[src/rtl/vga_pkg.sv]
// ####################
// xga raster constants, counter width
// colour word union and named colours
// ####################

package vga_pkg;

  // horizontal raster, in pixels
  localparam int H_ACTIVE = 1024;
  localparam int H_FRONT  = 24;
  localparam int H_SYNC   = 136;
  localparam int H_BACK   = 160;
  // 1344 pixels per line
  localparam int H_TOTAL  = H_ACTIVE + H_FRONT + H_SYNC + H_BACK;

  // vertical raster, in lines
  localparam int V_ACTIVE = 768;
  localparam int V_FRONT  = 3;
  localparam int V_SYNC   = 6;
  localparam int V_BACK   = 29;
  // 806 lines per frame
  localparam int V_TOTAL  = V_ACTIVE + V_FRONT + V_SYNC + V_BACK;

  // both counters share one width
  localparam int COUNT_W  = 12;

  // 12-bit colour word
  // word view for muxing and pipeline regs
  // chan view only at the pins, chan[2] red, chan[1] green, chan[0] blue
  typedef union packed {
    logic [11:0]      word;
    logic [2:0][3:0]  chan;
  } rgb_t;

  // border and fill colours
  localparam rgb_t COLOR_BLACK  = 12'h000;
  localparam rgb_t COLOR_YELLOW = 12'hff0;
  localparam rgb_t COLOR_RED    = 12'hf00;
  localparam rgb_t COLOR_GREEN  = 12'h0f0;
  localparam rgb_t COLOR_BLUE   = 12'h00f;
  localparam rgb_t COLOR_GRAY   = 12'h888;

  // rectangle fills, b while the button is held
  localparam rgb_t COLOR_RECT_A = 12'h44f;
  localparam rgb_t COLOR_RECT_B = 12'hf80;

endpackage

[src/rtl/vga_timing.sv]
// ####################
// raster counters for xga 1024x768
// registered sync and blanking flags
// ####################

`timescale 1ns/1ps

module vga_timing import vga_pkg::*; (
  input  logic               pclk,
  input  logic               reset,
  output logic [COUNT_W-1:0] hcount,
  output logic [COUNT_W-1:0] vcount,
  output logic               hsync,
  output logic               vsync,
  output logic               hblnk,
  output logic               vblnk
);

  // window edges, start inclusive, end exclusive
  localparam int HS_START = H_ACTIVE + H_FRONT;
  localparam int HS_END   = HS_START + H_SYNC;
  localparam int VS_START = V_ACTIVE + V_FRONT;
  localparam int VS_END   = VS_START + V_SYNC;

  logic               h_last;
  logic               v_last;
  logic [COUNT_W-1:0] h_next;
  logic [COUNT_W-1:0] v_next;

  // end of line and end of frame
  assign h_last = (hcount == COUNT_W'(H_TOTAL - 1));
  assign v_last = (vcount == COUNT_W'(V_TOTAL - 1));

  // next counts, vertical steps only on line wrap
  always_comb begin
    h_next = h_last ? '0 : hcount + 1'b1;
    v_next = vcount;
    if (h_last) begin
      v_next = v_last ? '0 : vcount + 1'b1;
    end
  end

  always_ff @(posedge pclk) begin
    if (reset) begin
      hcount <= '0;
      vcount <= '0;
      hsync  <= 1'b0;
      vsync  <= 1'b0;
      hblnk  <= 1'b0;
      vblnk  <= 1'b0;
    end else begin
      hcount <= h_next;
      vcount <= v_next;
      // flags decoded from next counts
      // so they line up with the registered counters
      hblnk  <= (h_next >= H_ACTIVE);
      hsync  <= (h_next >= HS_START) && (h_next < HS_END);
      vblnk  <= (v_next >= V_ACTIVE);
      vsync  <= (v_next >= VS_START) && (v_next < VS_END);
    end
  end

  // counters never leave the raster
  a_count_range : assert property (
    @(posedge pclk) disable iff (reset)
    (hcount < H_TOTAL) && (vcount < V_TOTAL)
  ) else $error("vga_timing count out of range h=%0d v=%0d", hcount, vcount);

endmodule

[src/rtl/frame_ctl.sv]
// ####################
// per-frame pointer sampling
// clamp to screen, hold for one frame
// ####################

`timescale 1ns/1ps

module frame_ctl import vga_pkg::*; #(
  parameter int RECT_W = 64,
  parameter int RECT_H = 48
) (
  input  logic               pclk,
  input  logic               reset,
  input  logic [COUNT_W-1:0] hcount,
  input  logic [COUNT_W-1:0] vcount,
  input  logic [COUNT_W-1:0] xpos,
  input  logic [COUNT_W-1:0] ypos,
  input  logic               mouse_left,
  output logic [COUNT_W-1:0] rect_x,
  output logic [COUNT_W-1:0] rect_y,
  output logic               rect_alt
);

  // largest top-left corner that keeps the rectangle on screen
  localparam logic [COUNT_W-1:0] X_MAX = COUNT_W'(H_ACTIVE - RECT_W);
  localparam logic [COUNT_W-1:0] Y_MAX = COUNT_W'(V_ACTIVE - RECT_H);

  logic               frame_end;
  logic [COUNT_W-1:0] x_clamp;
  logic [COUNT_W-1:0] y_clamp;

  // last raster cycle of the frame
  assign frame_end = (hcount == COUNT_W'(H_TOTAL - 1)) &&
                     (vcount == COUNT_W'(V_TOTAL - 1));

  // pin to right and bottom edge
  assign x_clamp = (xpos > X_MAX) ? X_MAX : xpos;
  assign y_clamp = (ypos > Y_MAX) ? Y_MAX : ypos;

  // new values show from the first pixel of the next frame
  always_ff @(posedge pclk) begin
    if (reset) begin
      rect_x   <= '0;
      rect_y   <= '0;
      rect_alt <= 1'b0;
    end else if (frame_end) begin
      rect_x   <= x_clamp;
      rect_y   <= y_clamp;
      rect_alt <= mouse_left;
    end
  end

  // no tearing, outputs move only right after the frame-end sample
  a_frame_hold : assert property (
    @(posedge pclk) disable iff (reset)
    !$stable({rect_x, rect_y, rect_alt}) |-> $past(frame_end)
  ) else $error("frame_ctl outputs changed mid-frame");

endmodule

[src/rtl/draw_background.sv]
// ####################
// pipeline stage 1
// border lines, gray fill, black blanking
// ####################

`timescale 1ns/1ps

module draw_background import vga_pkg::*; (
  input  logic               pclk,
  input  logic               reset,
  input  logic [COUNT_W-1:0] hcount,
  input  logic [COUNT_W-1:0] vcount,
  input  logic               hsync,
  input  logic               vsync,
  input  logic               hblnk,
  input  logic               vblnk,
  output logic [COUNT_W-1:0] hcount_d,
  output logic [COUNT_W-1:0] vcount_d,
  output logic               hsync_d,
  output logic               vsync_d,
  output logic               blank_d,
  output rgb_t               rgb_bg
);

  // edge rows and columns of the visible area
  localparam logic [COUNT_W-1:0] ROW_TOP    = '0;
  localparam logic [COUNT_W-1:0] ROW_BOTTOM = COUNT_W'(V_ACTIVE - 1);
  localparam logic [COUNT_W-1:0] COL_LEFT   = '0;
  localparam logic [COUNT_W-1:0] COL_RIGHT  = COUNT_W'(H_ACTIVE - 1);

  logic blank;
  rgb_t rgb_next;

  // either blanking interval hides the pixel
  assign blank = hblnk || vblnk;

  // priority select, first match wins
  always_comb begin
    if (blank) begin
      // nothing visible
      rgb_next = COLOR_BLACK;
    end else if (vcount == ROW_TOP) begin
      // top line
      rgb_next = COLOR_YELLOW;
    end else if (vcount == ROW_BOTTOM) begin
      // bottom line
      rgb_next = COLOR_RED;
    end else if (hcount == COL_LEFT) begin
      // left column
      rgb_next = COLOR_GREEN;
    end else if (hcount == COL_RIGHT) begin
      // right column
      rgb_next = COLOR_BLUE;
    end else begin
      // interior
      rgb_next = COLOR_GRAY;
    end
  end

  // one register stage for colour, counters and syncs
  always_ff @(posedge pclk) begin
    if (reset) begin
      hcount_d <= '0;
      vcount_d <= '0;
      hsync_d  <= 1'b0;
      vsync_d  <= 1'b0;
      // held blanked so stage 2 stays dark
      blank_d  <= 1'b1;
      rgb_bg   <= COLOR_BLACK;
    end else begin
      hcount_d <= hcount;
      vcount_d <= vcount;
      hsync_d  <= hsync;
      vsync_d  <= vsync;
      blank_d  <= blank;
      rgb_bg   <= rgb_next;
    end
  end

endmodule

[src/rtl/draw_rect.sv]
// ####################
// pipeline stage 2
// rectangle overlay, registered vga pins
// ####################

`timescale 1ns/1ps

module draw_rect import vga_pkg::*; #(
  parameter int RECT_W = 64,
  parameter int RECT_H = 48
) (
  input  logic               pclk,
  input  logic               reset,
  input  logic [COUNT_W-1:0] hcount_d,
  input  logic [COUNT_W-1:0] vcount_d,
  input  logic               hsync_d,
  input  logic               vsync_d,
  input  logic               blank_d,
  input  rgb_t               rgb_bg,
  input  logic [COUNT_W-1:0] rect_x,
  input  logic [COUNT_W-1:0] rect_y,
  input  logic               rect_alt,
  output logic               hs,
  output logic               vs,
  output logic [3:0]         r,
  output logic [3:0]         g,
  output logic [3:0]         b
);

  // one past the last column and row of the rectangle
  logic [COUNT_W-1:0] x_end;
  logic [COUNT_W-1:0] y_end;
  logic               in_rect;
  rgb_t               rgb_next;
  rgb_t               rgb_q;

  // clamped corner keeps these within 12 bits
  assign x_end = rect_x + COUNT_W'(RECT_W);
  assign y_end = rect_y + COUNT_W'(RECT_H);

  // hit test, never during blanking
  assign in_rect = !blank_d &&
                   (hcount_d >= rect_x) && (hcount_d < x_end) &&
                   (vcount_d >= rect_y) && (vcount_d < y_end);

  // button level picks the fill
  always_comb begin
    rgb_next = rgb_bg;
    if (in_rect) begin
      rgb_next = rect_alt ? COLOR_RECT_B : COLOR_RECT_A;
    end
  end

  // output register, drives the pins
  always_ff @(posedge pclk) begin
    if (reset) begin
      hs    <= 1'b0;
      vs    <= 1'b0;
      rgb_q <= COLOR_BLACK;
    end else begin
      hs    <= hsync_d;
      vs    <= vsync_d;
      rgb_q <= rgb_next;
    end
  end

  // split through the channel view
  assign r = rgb_q.chan[2];
  assign g = rgb_q.chan[1];
  assign b = rgb_q.chan[0];

  // blanked pixel from stage 1 must reach the pins black
  a_black_in_blank : assert property (
    @(posedge pclk) disable iff (reset)
    $past(blank_d) |-> (rgb_q.word == COLOR_BLACK.word)
  ) else $error("draw_rect colour %h during blanking", rgb_q.word);

endmodule

[src/rtl/vga_top.sv]
// ####################
// xga pixel pipeline top
// timing, frame control, two draw stages
// ####################

`timescale 1ns/1ps

module vga_top import vga_pkg::*; #(
  parameter int RECT_W = 64,
  parameter int RECT_H = 48
) (
  input  logic               pclk,
  input  logic               reset,
  input  logic [COUNT_W-1:0] xpos,
  input  logic [COUNT_W-1:0] ypos,
  input  logic               mouse_left,
  output logic               hs,
  output logic               vs,
  output logic [3:0]         r,
  output logic [3:0]         g,
  output logic [3:0]         b
);

  // raster from the timing generator
  logic [COUNT_W-1:0] hcount;
  logic [COUNT_W-1:0] vcount;
  logic               hsync;
  logic               vsync;
  logic               hblnk;
  logic               vblnk;

  // stage 1 outputs
  logic [COUNT_W-1:0] hcount_d;
  logic [COUNT_W-1:0] vcount_d;
  logic               hsync_d;
  logic               vsync_d;
  logic               blank_d;
  rgb_t               rgb_bg;

  // per-frame rectangle state
  logic [COUNT_W-1:0] rect_x;
  logic [COUNT_W-1:0] rect_y;
  logic               rect_alt;

  vga_timing timing_i (
    .pclk   (pclk),
    .reset  (reset),
    .hcount (hcount),
    .vcount (vcount),
    .hsync  (hsync),
    .vsync  (vsync),
    .hblnk  (hblnk),
    .vblnk  (vblnk)
  );

  // pointer sampled once per frame
  frame_ctl #(
    .RECT_W (RECT_W),
    .RECT_H (RECT_H)
  ) frame_ctl_i (
    .pclk       (pclk),
    .reset      (reset),
    .hcount     (hcount),
    .vcount     (vcount),
    .xpos       (xpos),
    .ypos       (ypos),
    .mouse_left (mouse_left),
    .rect_x     (rect_x),
    .rect_y     (rect_y),
    .rect_alt   (rect_alt)
  );

  draw_background background_i (
    .pclk     (pclk),
    .reset    (reset),
    .hcount   (hcount),
    .vcount   (vcount),
    .hsync    (hsync),
    .vsync    (vsync),
    .hblnk    (hblnk),
    .vblnk    (vblnk),
    .hcount_d (hcount_d),
    .vcount_d (vcount_d),
    .hsync_d  (hsync_d),
    .vsync_d  (vsync_d),
    .blank_d  (blank_d),
    .rgb_bg   (rgb_bg)
  );

  // overlay and pin register
  draw_rect #(
    .RECT_W (RECT_W),
    .RECT_H (RECT_H)
  ) rect_i (
    .pclk     (pclk),
    .reset    (reset),
    .hcount_d (hcount_d),
    .vcount_d (vcount_d),
    .hsync_d  (hsync_d),
    .vsync_d  (vsync_d),
    .blank_d  (blank_d),
    .rgb_bg   (rgb_bg),
    .rect_x   (rect_x),
    .rect_y   (rect_y),
    .rect_alt (rect_alt),
    .hs       (hs),
    .vs       (vs),
    .r        (r),
    .g        (g),
    .b        (b)
  );

endmodule

[config.mk]
export PLATFORM = sky130hd
export DESIGN_NAME = vga_top
export DESIGN_NICKNAME = d
export VERILOG_FILES = /design/src/rtl/vga_pkg.sv /design/src/rtl/vga_timing.sv /design/src/rtl/frame_ctl.sv /design/src/rtl/draw_background.sv /design/src/rtl/draw_rect.sv /design/src/rtl/vga_top.sv
export SDC_FILE = /design/constraint.sdc
export NUM_CORES = 1
export LEC_CHECK = 0
export CORE_MARGIN = 3
export CORE_UTILIZATION = 43
export CTS_CLUSTER_DIAMETER = 50
export CTS_CLUSTER_SIZE = 10
export DETAILED_ROUTE_END_ITERATION = 16
export DONT_BUFFER_PORTS = 1
export GPL_ROUTABILITY_DRIVEN = 0
export SETUP_SLACK_MARGIN = 0.1
export SKIP_CTS_REPAIR_TIMING = 1
export SLEW_MARGIN = 40
export SYNTH_ARGS = -nofsm -noshare
export SYNTH_HDL_FRONTEND = slang
export SYNTH_SLANG_ARGS = --single-unit
export TNS_END_PERCENT = 1
[constraint.sdc]
create_clock -name pclk -period 2.7 [get_ports pclk]
set_input_delay 0.675 -clock pclk [delete_from_list [all_inputs] [get_ports pclk]]
set_output_delay 0.675 -clock pclk [all_outputs]
set_load 0.005 [all_outputs]
# --- Word-level counts from Yosys, hierarchy flattened ---
# Index checks and enable logic that the tools add are counted.
totals:
  ff_bits: 106
  inputBits: 27
  word_cells: 63
op_classes:
  n_addsub: 4
  order_cmp: 12
  eq_ne: 4
  mux: 11
  reduce_logical: 13
ops:
  columns: ["cell", "n"]
  rows:
  - ["$mux W12", 11]
  - ["$eq A12 B10 Y1 const B", 3]
  - ["$add A12 B1 Y12 const B", 2]
  - ["$ge A12 B10 Y1 const B", 2]
  - ["$ge A12 B11 Y1 const B", 2]
  - ["$ge A12 B12 Y1", 2]
  - ["$gt A12 B10 Y1 const B", 2]
  - ["$logic_not A12 Y1", 2]
  - ["$lt A12 B12 Y1", 2]
  - ["$add A12 B6 Y12 const B", 1]
  - ["$add A12 B7 Y12 const B", 1]
  - ["$eq A12 B11 Y1 const B", 1]
  - ["$lt A12 B10 Y1 const B", 1]
  - ["$lt A12 B11 Y1 const B", 1]
  - ["$logic_and A1 B1 Y1", 7]
  - ["$reduce_or A5 Y1", 1]
  - ["$reduce_or A2 Y1", 1]
  - ["$logic_not A1 Y1", 1]
  - ["$logic_or A1 B1 Y1", 1]

# --- Logic depth before layout (Yosys ltp) ---
logic_depth:
  word_depth: 6
  ltp_mapped: 12
  ltp_nobuf: 11

# --- Cells and area by module ---
# Synthesis repeated with hierarchy kept, for this count alone.
hier_totals:
  hier_cells: 597
  area_unflattened_um2: 5479.0
by_module_without_submodules:
  columns: ["module", "n_inst", "cells_each", "area_per_inst_um2", "seq_area_each_um2"]
  rows:
  - ["draw_rect", 1, 185, 1607.8, 280.3]
  - ["vga_timing", 1, 189, 1586.5, 560.5]
  - ["frame_ctl", 1, 126, 1204.9, 500.5]
  - ["draw_background", 1, 97, 1079.8, 660.6]

# --- Least setup slack after synthesis ---
# No wires, ideal clock.
synth_path:
  path_kind: "reg-to-reg"
  from: "register frame_ctl_i.rect_y[4]"
  to: "register rect_i.rgb_q[11] (netlist name)"
  setup_time_ns: 0.132
  t_arrival_ns: 2.582
  path_slack_ns: -0.013
  path_stages_with_launch: 13
  n_path_buf: 1
  path_cell_list: "dfxtp_1 > inv_1 > ha_1 > nor3_1 > nand3_1 > xnor2_1 > ha_1 > nor2b_1 > o21ai_0 > o211ai_1 > or4_1 > clkbuf_1 > mux2i_1"
synth_between:
  elab_chain_cells: 4
synth_lines:
  columns: ["item", "line_no", "rtl"]
  rows:
  - ["from (decl)", "frame_ctl.sv:20", "output logic [COUNT_W-1:0] rect_y,"]
  - ["from (signal assigned)", "frame_ctl.sv:48", "rect_y <= y_clamp;"]
  - ["$add A12 B6 Y12 or $ge A12 B12 Y1 (tied branches)", "draw_rect.sv:39, draw_rect.sv:44", null]
  - ["$lt A12 B12 Y1 or $logic_and A1 B1 Y1 (tied branches)", "draw_rect.sv:44, draw_rect.sv:43", null]
  - ["$logic_and A1 B1 Y1 *", "draw_rect.sv:44", "(vcount_d >= rect_y) && (vcount_d < y_end);"]
  - ["$mux W12 *", "draw_rect.sv:49", "if (in_rect) begin"]
  - ["to (signal assigned)", "draw_rect.sv:63", "rgb_q <= rgb_next;"]
  - ["to (decl)", "draw_rect.sv:35", "rgb_t rgb_q;"]
# Mark *: on every way between the ends. The rest lies on a longest branch, timed or not.
# A chain may end at the register's enable or synchronous reset.

# --- Worst setup path in the final report ---
layout_path:
  from: "register timing_i.hcount[6]"
  to: "register timing_i.vsync"
layout_between:
  elab_chain_cells: 4
layout_lines:
  columns: ["item", "line_no", "rtl"]
  rows:
  - ["from (decl)", "vga_timing.sv:11", "output logic [COUNT_W-1:0] hcount,"]
  - ["from (signal assigned)", "vga_timing.sv:52", "hcount <= h_next;"]
  - ["$eq A12 B11 Y1 *", "vga_timing.sv:31", "assign h_last = (hcount == COUNT_W'(H_TOTAL - 1));"]
  - ["$mux W12 *", "vga_timing.sv:38", "if (h_last) begin"]
  - ["$ge A12 B10 Y1 or $lt A12 B10 Y1 (tied branches)", "vga_timing.sv:59", "vsync <= (v_next >= VS_START) && (v_next < VS_END);"]
  - ["$logic_and A1 B1 Y1 *", "vga_timing.sv:59", null]
  - ["to (signal assigned)", "vga_timing.sv:59", null]
  - ["to (decl)", "vga_timing.sv:14", "output logic vsync,"]
# Marked as above.

==> summary.txt <==
Global route
  • Initial antenna violation count: 0
  • Gr usage total: between 15 and 20%
  • Pin count of the biggest net entering global routing: 74
  • Grt ovf: 0
  • Vias in the first global route: roughly 3700
  • First-pass GRT wire length: 17.7 mm

STA
  • Min Tclk post-route: 2.51 ns
  • WHS: 0.389 ns
  • Final setup vio count: 0
  • Final Hold Viols: 0
  • Period utilization: between 90% and 100%
  • Final Slew Violations: 0
  • Worst-margin pin slew: around 0.46 ns
  • Final setup margin: approximately 0.19 ns
  • Slew headroom: between 60% and 70%
  • Setup TNS: 0 ns
  • RSZ-0062 raised after global routing: true
  • Worst-case clock skew: between 0.006 and 0.007 ns
  • Fmax: approximately 400 MHz

Setup path
  • Path depth of the worst reg2reg path: 6
  • Critical R2R Launch: timing_i.hcount[6]
  • Crit end category: flop
  • CP Launch Type: flop
  • Reg2reg end: timing_i.vsync
  • Setup crit end: timing_i.vsync
  • Critical Path Fanout Max: 12
  • Critical path type: reg2reg
  • Arrival @ worst endpoint: approximately 2.8 ns
  • WP data required: about 3.0 ns
  • Crit path from: timing_i.hcount[6]
  • R2r setup slk: just under 0.2 ns

Finish
  • Nets@finish: 650
  • Area of the multi-input gates: 0.00279 mm2
  • # fillers: 1015
  • N_diodes: 0
  • Final Util: between 50 and 60%
  • Synthesis-to-finish area growth: 13.0%
  • Non-filler instance count after layout: between 700 and 800
  • Final instance area: around 0.0056 mm2
  • Share of cells above drive strength 1: 14.1%
  • FF+latch area: a little under 0.002 mm2

Synth
  • Most used DFF post-synth: dfxtp_1
  • Cells after Synth: between 500 and 600
  • Synthesis Warnings: 0
  • Synthesized cell area: slightly below 0.005 mm2
  • Flops & latches, synth: 96
  • Sequential area share after synthesis: between 30% and 40%
  • Synthesized area per cell: 8.70 um2
  • Synth Net Count: approximately 640
  • Post-synth EDFFs: 0
  • Cell variety after synth: between 50 and 60
  • Asr flop ratio synth: 0%

Hold path
  • HP Class: in2reg
  • Hold depth: 1

Floorplan
  • Die area: approximately 0.013 mm2
  • # IOs: a little over 40
  • Die X: 113 um
  • Rows: 38
  • Die height: approximately 110 um
  • Initial Util: between 40% and 50%
  • Core area: 0.0110 mm2

CTS
  • CTS clk-pin slew, worst paths: roughly 0.070 ns
  • H-tree levels: 3
  • Clk buf depth: 2
  • CTS tree: done
  • CTS root buf: clkbuf_16
  • Skew-Pair Late Insertion Delay: 0.35 ns
  • CTS buffer count: 9
  • Clock Sinks: 96

Power and ir drop
  • Lkg Pwr: 2.22 nW
  • Power density over cell area: 507 mW/mm2
  • Power, Total: about 2.8 mW
  • Peak supply drop: about 330 uV

Detailed routing
  • Wire per inst: 15.0 um
  • Routed Antenna Nets: 0
  • # DRC: 0
  • First-pass DRT Iterations: 4
  • Detailed Route WL: ~11 mm
  • Via total after detailed routing: between 3000 and 4000
  • DRT iter0 DRCs: about 290
  • Avg Vias per Cell: approximately 5.4

Placement
  • Placed cell count: just over 700
  • Placed Area: about 0.0052 mm2
  • IO buf count: 0
  • Post-placement worst setup slack: -0.146 ns
  • Dpl hpwl: about 8 mm

Status
  • Status: finished, final reports clean

Run
  • Max Cap Viol: 0
==> flip-flops by register name, summed over array words and instances, names as in the netlist, 6 cells and up <==
register,count
frame_ctl_i.rect_y,12
background_i.hcount_d,12
background_i.vcount_d,12
timing_i.hcount,12
rect_i.rgb_q,8
frame_ctl_i.rect_x,12
timing_i.vcount,12
background_i.rgb_bg,6
==> cell families (layout without fill, tap and decap cells) <==
kind of cell | after synthesis | in the layout | share of synthesized area, %
AO/OA/AOI/OAI | 99 | 99 | 13.1
XOR/XNOR | 30 | 30 | 5.30
adder cells (fa/ha/maj) | 45 | 45 | 11.4
buffers and inverters | 77 | 89 | 6.61
flip-flops | 96 | 96 | 38.7
multiplexers | 10 | 10 | 2.07
AND/OR/NAND/NOR | 213 | 213 | 22.8
==> layer usage <==
metal	global-route usage (%)	vias up	routed length [um]
met1	23.9	1767	5260
met5	0	-	0
met2	26.2	95	4760
li1	-	1997	-
met4	7.29	0	204
met3	3.34	13	597
==> synthesized netlist by cell type (4+ instances only) <==
| library cell | n | area (um2) |
|---|---|---|
| nand2_1 | 25 | 93.8 |
| clkbuf_1 | 27 | 101 |
| nand4b_1 | 4 | 35.0 |
| inv_1 | 40 | 150 |
| buf_4 | 4 | 30.0 |
| a22oi_1 | 13 | 97.6 |
| mux2i_1 | 8 | 80.1 |
| a21oi_1 | 30 | 150 |
| xor2_1 | 10 | 87.6 |
| o211ai_1 | 4 | 30.0 |
| nor4_1 | 7 | 43.8 |
| a21o_1 | 7 | 52.6 |
| dfxtp_1 | 96 | 1920 |
| xnor2_1 | 20 | 175 |
| nand2b_1 | 9 | 56.3 |
| nand4_1 | 13 | 81.3 |
| a211oi_1 | 8 | 60.1 |
| nand3_1 | 20 | 100 |
| nor2b_1 | 27 | 169 |
| o21ai_0 | 15 | 75.1 |
| nor3_1 | 12 | 60.1 |
| or4_1 | 4 | 30.0 |
| ha_1 | 45 | 563 |
| nor2_1 | 66 | 248 |
==> cell type report <==
type                            instances  share of cell area, %
Tap cell                              140                   3.12
Multi-Input combinational cell        397                   49.7
Timing Repair Buffer                   34                   4.55
Inverter                               40                   2.68
Clock buffer                           11                   4.51
Sequential cell                        96                   34.4
Clock inverter                          4                  0.960
==> layout by cell type (no fill, tap or decap), types with 4 or more instances in the layout <==
master,n
mux2i_1,8
a22oi_1,13
nor2b_1,27
nand3_1,19
nand4_1,13
inv_2,4
o21ai_0,13
buf_4,34
nand4b_1,4
nor3_1,10
a21oi_1,29
nor4_1,7
inv_1,36
o211ai_1,4
nor2_1,66
xnor2_1,20
a211oi_1,8
ha_1,43
a21o_1,7
dfxtp_2,4
nand2_1,24
clkbuf_16,9
xor2_1,10
dfxtp_1,91
nand2b_1,9
==> how the worst min path moves through the flow <==
stage / from / end / slack, ns
after floorplan: timing_i.hsync / background_i.hsync_d / 0.41
after global placement: background_i.vsync_d / rect_i.vs / 0.43
after detailed placement: background_i.vsync_d / rect_i.vs / 0.43
after CTS: reset / timing_i.vcount[4] / 0.38
after global routing: reset / rect_i.hs / 0.39
final: reset / rect_i.hs / 0.39
==> power by group <==
part	switching [mW]	total, mW	leakage, nW	internal (mW)
combinational	0.0398	0.0747	1.29	0.0349
clock	0.550	1.32	0.144	0.765
sequential	0.0161	1.45	0.781	1.43
==> worst max-delay path, stage by stage, from the launching register on <==
cell and delay [ns]:
dfxtp_1 0.31, or3_4 0.41, or4_4 0.59, nor3_1 0.37, mux2i_1 0.34, nand4_1 0.17, a211oi_2 0.23
Note: power is estimated with default switching activity, not from simulation.
